===== src/design/mem_map_pkg.sv =====
package mem_map_pkg;

    //////////////////////////////////////////////////
    // bus widths

    // data word
    typedef logic [31:0] word_t;
    // word address from the pipeline
    typedef logic [29:0] waddr_t;
    // address bits 29..26
    typedef logic [3:0]  region_t;
    typedef logic [3:0]  byte_en_t;
    // character or scancode
    typedef logic [7:0]  char_t;

    //////////////////////////////////////////////////
    // region map

    // text memory behind the display
    localparam region_t REGION_TEXT   = 4'hc;
    // timer region, only the trap window is decoded
    localparam region_t REGION_TIMER  = 4'hd;
    // keyboard scancode queue
    localparam region_t REGION_KEY    = 4'he;
    // loader word memory, also the fetch space
    localparam region_t REGION_LOADER = 4'hf;

    // address bits 25..18 inside the timer region
    localparam logic [7:0] TRAP_TAG = 8'hdd;

    //////////////////////////////////////////////////
    // text writer states

    typedef enum logic [1:0] {
        TEXT_IDLE,
        TEXT_WRITE1,
        TEXT_WRITE2,
        TEXT_SPIN
    } text_state_t;

endpackage


===== src/design/access_router.sv =====
module access_router import mem_map_pkg::*; #(
    parameter int TEXT_AW = 15
) (
    // pipeline data side
    input  logic               dmem_read,
    input  logic               dmem_write,
    input  waddr_t             dmem_addr,
    input  byte_en_t           dmem_byte_en,
    input  word_t              dmem_wdata,
    // pipeline fetch side
    input  waddr_t             instr_addr,
    output word_t              instr_data,
    output word_t              dmem_rdata,
    output logic               mem_stall,
    output logic               trap_stall,
    // loader memory
    output byte_en_t           ld_wen,
    input  word_t              ld_rdata,
    input  word_t              ld_idata,
    // text memory
    output logic               text_write,
    output logic [TEXT_AW-1:0] text_addr,
    output char_t              text_char,
    input  logic               text_stall,
    // keyboard queue
    output logic               key_pop,
    input  char_t              key_head,
    input  logic               key_stall
);

    region_t     d_region;
    region_t     i_region;
    logic        d_access;
    logic        is_one_hot;
    logic [1:0]  lane_bit;
    logic [1:0]  text_off;

    assign d_region = dmem_addr[29:26];
    assign i_region = instr_addr[29:26];
    assign d_access = dmem_read | dmem_write;

    //////////////////////////////////////////////////
    // byte-lane steering

    // index b of a one-hot enable, anything else counts as b = 3
    always_comb begin
        is_one_hot = 1'b1;
        lane_bit   = 2'd3;
        case (dmem_byte_en)
            4'b0001: lane_bit = 2'd0;
            4'b0010: lane_bit = 2'd1;
            4'b0100: lane_bit = 2'd2;
            4'b1000: lane_bit = 2'd3;
            default: is_one_hot = 1'b0;
        endcase
    end

    // text byte offset is b itself, the character sits in lane 3-b
    assign text_off  = lane_bit;
    assign text_addr = {dmem_addr[TEXT_AW-3:0], text_off};

    always_comb begin
        case (lane_bit)
            2'd0:    text_char = dmem_wdata[31:24];
            2'd1:    text_char = dmem_wdata[23:16];
            2'd2:    text_char = dmem_wdata[15:8];
            default: text_char = dmem_wdata[7:0];
        endcase
    end

    //////////////////////////////////////////////////
    // data side decode

    always_comb begin
        ld_wen     = '0;
        text_write = 1'b0;
        key_pop    = 1'b0;
        trap_stall = 1'b0;
        dmem_rdata = '0;
        case (d_region)
            REGION_LOADER: begin
                dmem_rdata = ld_rdata;
                if (dmem_write) begin
                    if (is_one_hot) begin
                        ld_wen[2'd3 - lane_bit] = 1'b1;
                    end else begin
                        ld_wen = 4'b1111;
                    end
                end
            end
            REGION_TEXT: begin
                text_write = dmem_write;
            end
            REGION_KEY: begin
                key_pop    = dmem_read;
                dmem_rdata = {24'd0, key_head};
            end
            REGION_TIMER: begin
                // trap window holds the pipeline until the access goes away
                if (dmem_addr[25:18] == TRAP_TAG) begin
                    trap_stall = d_access;
                end
            end
            default: begin
                // unmapped, reads zero
                dmem_rdata = '0;
            end
        endcase
    end

    //////////////////////////////////////////////////
    // fetch side and stall merge

    assign instr_data = (i_region == REGION_LOADER) ? ld_idata : '0;

    assign mem_stall = text_stall | key_stall | trap_stall;

endmodule


===== config.mk =====
export PLATFORM = sky130hd
export DESIGN_NAME = access_router
export DESIGN_NICKNAME = d
export VERILOG_FILES = /design/src/design/mem_map_pkg.sv /design/src/design/access_router.sv
export SDC_FILE = /design/constraint.sdc
export NUM_CORES = 1
export LEC_CHECK = 0
export ABC_AREA = 1
export CORE_AREA = 2 2 105 107
export DETAILED_ROUTE_END_ITERATION = 10
export DIE_AREA = 0 0 107 109
export DONT_BUFFER_PORTS = 1
export RECOVER_POWER = 50
export SYNTH_ARGS = -nofsm -noshare
export SYNTH_HDL_FRONTEND = slang
export SYNTH_SLANG_ARGS = --single-unit
export TNS_END_PERCENT = 100

===== constraint.sdc =====
create_clock -name vclk -period 2.15
set_input_delay 0.43 -clock vclk [all_inputs]
set_output_delay 0.43 -clock vclk [all_outputs]
set_load 0.03 [all_outputs]

==> qor.yml <==
die_y_um: 109
wire_per_inst_um: 10.48
pre_cts_ws_ps: 296.0
ys_seq_area_frac: 0
whs_ps: 860.0
rows: 38
p_total_uw: 225.4
vias: 1629
maxUsedRoutingLayer: "met4"
synth_fa_ha_area_frac: 0
layout.nets: 496
grt_usage: 0.06898
finalHoldViolations: 0
grt-ovfl-total: 0
routed_wl_mm: 4.844
first_global_vias: 1272
wl_met1_mm: 1.889
diodes: 0
synth_simple_gate_area_frac: 0.5693
final_cells: 462
wl_met2_mm: 2.409
antenna_found_initial: 0
setup.worst_path.end_class: "primary output"
final_util: 0.1529
dp_hpwl_mm: 4.278
synth_compound_area_frac: 0.05156
synth-xor-area-share: 0
slowest_stage: "clkbuf_2"
cp_cell_sequence: "nand4_1, clkbuf_2, nor2_1, clkbuf_1"
critPathKind: "input pin to primary output"
rsz0062_at_grt: "false"
yosys-top-cells-area: "inv_1, nor2_1, nand2_1, buf_4, nor2_4"
gp_congestion: 0.7712
via_per_inst: 3.526
dieArea_sq_um: 11660
syn_area_per_cell_sq_um: 4.314
synth_cells: 270
slew_viol_final: 0
fin_crit_ps: 1854
design.core.area_sq_um: 10600
syn_to_final_growth_pct: 39.21
power.leakage_nw: 1.031
drc_errors: 0
synth_top_area_cell: "inv_1"
maxCapViolations: 0
worst_pin_slew_ps: 550.0
fin_tns_setup_ps: 0
fin_ws_ps: 296.0
arrival_ps: 1420
clkbuf_count: 0
cp_max_fo: 32
design_area_sq_um: 1622
cpPeakStageDelay_ps: 350
cts_resized: 0
drtPass1Iterations: 4
critPathLaunchType: "input pin"
nFlopsAndLatches: 0
place_inst: 462
drive_gt1_frac: 0.1615
cts_setup_buffers: 0
start_util: 0.1099
port-buffer-count: 0
cts_hold_buffers: 0
dr.first_iter.drc_count: 36
ir_drop_mv: 0.06632
hold_class: "input pin to primary output"
fin_crit_sh: 0.8623
synth_top_family_by_area: "simple AND/OR/NAND/NOR gates"
startpoint: "instr_addr[28]"
syn_nets: 442
relSlewSlack: 0.6333
finalSetupViolCount: 0
yosysMostFrequentCell: "inv_1"
synthMuxAreaShare: 0
synth_cell_type_count: 18
grt_max_degree: 33
hp-start: "dmem_addr[12]"
required_ps: 1720
met3WireLength_um: 506
power_density_nw_per_um2: 139.0
dpl_cell_area_sq_um: 1747
grt_first_pass_wirelength_mm: 6.396
yosys.area.top_type_share: 0.2642
synth_area_sq_um: 1165
ff_latch_area_sq_um: 0
ios: 267
fmax_ghz: 0.5394
synth.top_cells.by_count: "inv_1, nor2_1, nand2_1, buf_4, o21ai_0"
yosysWarnings: 0
status: "complete, no violations"
drtAntennaViolNets: 0
die-width_um: 107
[critical path: cells and delay by family]
kind | cells | cell delay, ps
buffers and inverters | 2 | 680
and+or+nand+nor | 2 | 310
[worst paths after layout]
| kind | to | slack, ps | cells after the start |
|---|---|---|---|
| max | instr_data[31] | 300 | 4 |
| min | text_addr[14] | 860 | 0 |
[cell families (layout without fill, tap and decap cells)]
group / Yosys count / in the layout
and+or+nand+nor: 155 / 155
buffers and inverters: 104 / 156
AOI/OAI and AO/OA: 11 / 11
[power by group]
part / internal, mW / switching, mW
clock: 0 / 0
sequential: 0 / 0
combinational: 0.0581 / 0.167
total: 0.0581 / 0.167
[placed cells by master, fill, tap and decap left out, types with 2 or more instances in the layout]
cell      synthesis  final
nor2_4            5      5
nand2_2           3      2
o21bai_1          2      2
inv_1            82     82
inv_2             4      4
o21ai_0           9      9
nor2_1           66     66
nand4_1           3      3
nand3_1           8      8
clkbuf_1          3     32
nor2_2            2      2
buf_4            13     37
nand2_1          64     65
[area by class of cell]
type / instances / area (sq um)
fillers: 1276 / 8981
inverters: 86 / 322.8
multi-input cells: 166 / 720.7
well taps: 140 / 175.2
repair buffers: 70 / 402.9
[per-layer routing]
layer,global-route usage,vias up
met5,0,-
met4,0.005566,0
met3,0.01435,4
met2,0.1310,110
met1,0.08286,670
li1,-,845
(Power assumes the default switching activity.)
