[src/design/mem_map_pkg.sv]
package mem_map_pkg;

    //////////////////////////////////////////////////
    // bus widths

    // data word
    typedef logic [31:0] word_t;
    // word address from the pipeline
    typedef logic [29:0] waddr_t;
    // address bits 29..26
    typedef logic [3:0]  region_t;
    typedef logic [3:0]  byte_en_t;
    // character or scancode
    typedef logic [7:0]  char_t;

    //////////////////////////////////////////////////
    // region map

    // text memory behind the display
    localparam region_t REGION_TEXT   = 4'hc;
    // timer region, only the trap window is decoded
    localparam region_t REGION_TIMER  = 4'hd;
    // keyboard scancode queue
    localparam region_t REGION_KEY    = 4'he;
    // loader word memory, also the fetch space
    localparam region_t REGION_LOADER = 4'hf;

    // address bits 25..18 inside the timer region
    localparam logic [7:0] TRAP_TAG = 8'hdd;

    //////////////////////////////////////////////////
    // text writer states

    typedef enum logic [1:0] {
        TEXT_IDLE,
        TEXT_WRITE1,
        TEXT_WRITE2,
        TEXT_SPIN
    } text_state_t;

endpackage

[src/design/key_queue.sv]
module key_queue import mem_map_pkg::*; #(
    parameter int KEY_DEPTH_LOG2 = 3
) (
    input  logic  clk_pipeline,
    input  logic  rst,
    // keyboard side, no back-pressure
    input  logic  key_strobe,
    input  char_t key_code,
    // cpu side
    input  logic  key_pop,
    output char_t key_head,
    output logic  key_stall,
    output logic  key_ready,
    output logic  key_overflow
);

    localparam int DEPTH = 2 ** KEY_DEPTH_LOG2;

    char_t                   queue [DEPTH];
    // one extra bit tells full from empty
    logic [KEY_DEPTH_LOG2:0] wr_ptr;
    logic [KEY_DEPTH_LOG2:0] rd_ptr;
    logic                    empty;
    logic                    full;
    logic                    do_pop;
    logic                    do_push;

    assign empty = (wr_ptr == rd_ptr);
    assign full  = (wr_ptr[KEY_DEPTH_LOG2] != rd_ptr[KEY_DEPTH_LOG2])
                && (wr_ptr[KEY_DEPTH_LOG2-1:0] == rd_ptr[KEY_DEPTH_LOG2-1:0]);

    assign do_pop  = key_pop && !empty;
    // a pop on the same edge frees the slot being written
    assign do_push = key_strobe && (!full || do_pop);

    //////////////////////////////////////////////////
    // pointers and flags

    always_ff @(posedge clk_pipeline) begin
        if (!rst) begin
            wr_ptr       <= '0;
            rd_ptr       <= '0;
            key_overflow <= 1'b0;
        end else begin
            if (do_push) begin
                wr_ptr <= wr_ptr + 1'b1;
            end
            if (do_pop) begin
                rd_ptr <= rd_ptr + 1'b1;
            end
            // sticky, only reset clears it
            if (key_strobe && !do_push) begin
                key_overflow <= 1'b1;
            end
        end
    end

    //////////////////////////////////////////////////
    // storage

    always_ff @(posedge clk_pipeline) begin
        if (do_push) begin
            queue[wr_ptr[KEY_DEPTH_LOG2-1:0]] <= key_code;
        end
    end

    assign key_head  = queue[rd_ptr[KEY_DEPTH_LOG2-1:0]];
    assign key_ready = !empty;
    // cpu read on an empty queue waits for the next strobe
    assign key_stall = key_pop && empty;

endmodule

[config.mk]
export PLATFORM = sky130hd
export DESIGN_NAME = key_queue
export DESIGN_NICKNAME = d
export VERILOG_FILES = /design/src/design/mem_map_pkg.sv /design/src/design/key_queue.sv
export SDC_FILE = /design/constraint.sdc
export NUM_CORES = 1
export LEC_CHECK = 0
export BUFFER_PORTS_ARGS = -buffer_cell sky130_fd_sc_hd__buf_2
export CAP_MARGIN = 20
export CELL_PAD_IN_SITES_DETAIL_PLACEMENT = 0
export CELL_PAD_IN_SITES_GLOBAL_PLACEMENT = 1
export CORE_ASPECT_RATIO = 1.75
export CORE_MARGIN = 10
export CORE_UTILIZATION = 46
export CTS_CLUSTER_SIZE = 28
export DETAILED_ROUTE_END_ITERATION = 12
export PLACE_DENSITY = 0.86
export SETUP_SLACK_MARGIN = 0.2
export SLEW_MARGIN = 20
export SYNTH_ARGS = -nofsm -noshare
export SYNTH_HDL_FRONTEND = slang
export SYNTH_SLANG_ARGS = --single-unit
[constraint.sdc]
create_clock -name clk_pipeline -period 2.2 [get_ports clk_pipeline]
set_clock_uncertainty 0.15 [all_clocks]
set_input_delay 0.11 -clock clk_pipeline [delete_from_list [all_inputs] [get_ports clk_pipeline]]
set_output_delay 0.11 -clock clk_pipeline [all_outputs]
set_load 0.05 [all_outputs]
==> run metrics <==
Routed Wire Length 6140 µm; area growth from synthesis to layout 25.3%; global-route usage over all layers 12.0%; Vias/cell 5.50; Worst EP required 1.94 ns; TritonCTS clock tree done; Worst Path Arrival 1.85 ns; clock share of power 29.3%; switching share of power 31.2%; initial antenna violation count 0; full die area 0.0108 mm²; setup_tns 0 ns; min cycle time layout 2.11 ns; hold_sp key_pop; CTS clk-pin slew, worst paths 0.05 ns; postcts setup bufs 0; root buffer cell clkbuf_16; drt pass-1 iters 4; Power Density 1300 mW/mm²; Gate Count Post-Synth 187; IO Pins 23; RSZ-0062 raised after global routing true; reg2reg start wr_ptr[3]; share of cells above drive strength 1 38.9%; number of synthesized flops with an enable pin 64; worst rel slew slack 59.8%; crit end category output pin; ant diodes 0; Post-Syn Nets 201; slowest cell delay on critical path 0.50 ns; clk_lat worst skew 0.32 ns; Async SR Flop Fraction 0%; Worst path depth 4; vias in the first global route 1,855; CTS Sinks 76; Slowest cell on crit path mux4_2; CTS max path bufs 2; Antenna Nets Post-Route 0; dpl hpwl 4020 µm; Setup Crit Path Kind flop to output pin; drt drc 0; sw power 0.00162 W; Period Utilization, post-route 95.7%; CTS H-Tree Depth 3; routability cong. 0.772; overall power 0.00519 W; Sequential Power Share 35.1%; Final Hold Vio Count 0; row cnt 40; cells along the critical path buf_12, mux4_2, mux2_4, buf_8; CP max FO 8; global-route wire length before repair 9960 µm; Initial DRC Count 128; final-report setup violation count 0; Seq/Total Area, Yosys 67.8%; Worst path top cell family by delay multiplexers; flops & latches, synth 76; Starting Density 46.9%; core footprint 0.00681 mm²; die width 83.0 µm; syn avg cell area 17.1 µm²; die height 130 µm; Fmax achieved 475 MHz; total number of vias 1,777; Post-synth top flop edfxtp_1; number of I/O port buffers 22; min-delay worst type primary input to flop; Worst VDD drop 0.832 mV; CP Buf/Inv Count 2; synth warn 0; largest net degree at the start of global routing 18; Post-Syn Area 0.00319 mm²; internal power 0.00357 W; Leak 1.40 nW; fin nets 248; worst r2r path cells 6; Comb pwr share 35.6%; crit start category flop; mean routed wirelength per cell 19.0 µm; Slew @ Worst Pin 0.602 ns; total gr overflow 0; TritonCTS Buffers 9; hold path cells 3; outcome finished clean; # Max-Cap Violations 0; Cell variety after synth 32; count of pins over their slew limit 0
-- worst register-to-register path, cell delays in order (launching register included) --
cell and delay [ns]:
dfxtp_1 0.40, xnor2_1 0.17, or2_2 0.17, buf_4 0.16
nor2_2 0.08, nor4_2 0.21, buf_4 0.23
-- Yosys cell counts (all sizes together) (2+ instances only) --
cell	count	area share [%]
nor4	4	0.78
xnor2	4	1.1
nand3	5	0.78
ha	2	0.78
mux2	8	2.8
nor2	5	0.59
buf	9	2.1
mux2i	5	1.6
nand2b	3	0.59
o311ai	3	0.82
nand2	19	2.2
nand4	2	0.39
nor3	6	0.94
a21oi	2	0.31
clkbuf	3	0.35
edfxtp	64	60
inv	6	0.71
dfxtp	12	7.5
mux4	16	13
-- worst paths after layout --
kind,slack [ns],endpoint
max,0.09,key_head[1]
min,0.009,flop
max reg2reg,0.33,queue[0][3]
min reg2reg,0.30,key_overflow
-- state kept, by name, indices dropped and copies added, names as in the netlist, named ones only --
| register | count |
|---|---|
| queue | 64 |
| key_overflow | 1 |
| rd_ptr | 4 |
| wr_ptr | 4 |
-- cell families after synthesis --
kind of cell	share of synthesized area (%)
xor+xnor	1.10
compound gates	2.71
flops	67.8
buf+inv	3.18
fa+ha+maj	0.784
simple gates	6.90
mux	17.6
-- power by group through the flow --
stage / Combinational, W / Clock, W / Sequential (W)
3_3_place_gp: 0.00151 / 0 / 0.00182
2_1_floorplan: 0.00122 / 0 / 0.00180
4_1_cts: 0.00186 / 0.00155 / 0.00183
6_report: 0.00185 / 0.00152 / 0.00183
5_1_grt: 0.00197 / 0.00161 / 0.00184
3_5_place_dp: 0.00153 / 0 / 0.00183
-- repair_timing --
item | in CTS | in global routing
endpoints found under the setup margin | 8 | 48
pin swaps | 0 | 0
hold buffers | 8 | 0
gates resized for setup | 49 | 2
gates cloned | 1 | 0
hold endpoints to repair | 64 | 0
-- layout by cell type (no fill, tap or decap), drive strengths merged, types with 2 or more instances in the layout --
cell / instances
nor2: 5
nor3: 6
o311ai: 3
nand2b: 3
mux4: 16
nand2: 19
clkinv: 3
nand3: 5
nand4: 2
nor4: 4
bufinv: 2
dlygate4sd3: 8
inv: 7
mux2: 8
mux2i: 5
clkbuf: 10
xnor2: 4
dfxtp: 12
a21oi: 2
edfxtp: 64
buf: 40
ha: 2
-- per-stage QoR --
step                instances  util, %  area, µm²  hold slack (ns)  worst slack, ns
global placement          298     51.8       3520            0.222            0.221
global route              323     58.8       4000           0.0327           0.0412
finish                    323     58.8       4000          0.00942           0.0943
CTS                       323     58.7       3990          0.00995           0.0831
detailed placement        298     51.8       3520            0.230            0.220
floorplan                 187        -       3260           0.0589            0.106
-- per-layer routing --
layer	GRT usage (%)	vias to the layer above	part of all wire (%)
li1	-	824	-
met1	12.1	892	37
met2	22.0	49	56
met3	2.99	12	5.0
met4	6.24	0	2.4
met5	0	-	0
-- area by class of cell --
| type | count | area, µm² |
|---|---|---|
| tap | 84 | 105 |
| multi-input combinational | 93 | 955 |
| clock inverter | 6 | 87.6 |
| timing repair buffer | 48 | 434 |
| inverter | 6 | 22.5 |
| clock buffer | 10 | 229 |
| fill | 550 | 2810 |
| sequential | 76 | 2170 |
Note: power is estimated with default switching activity, not from simulation.
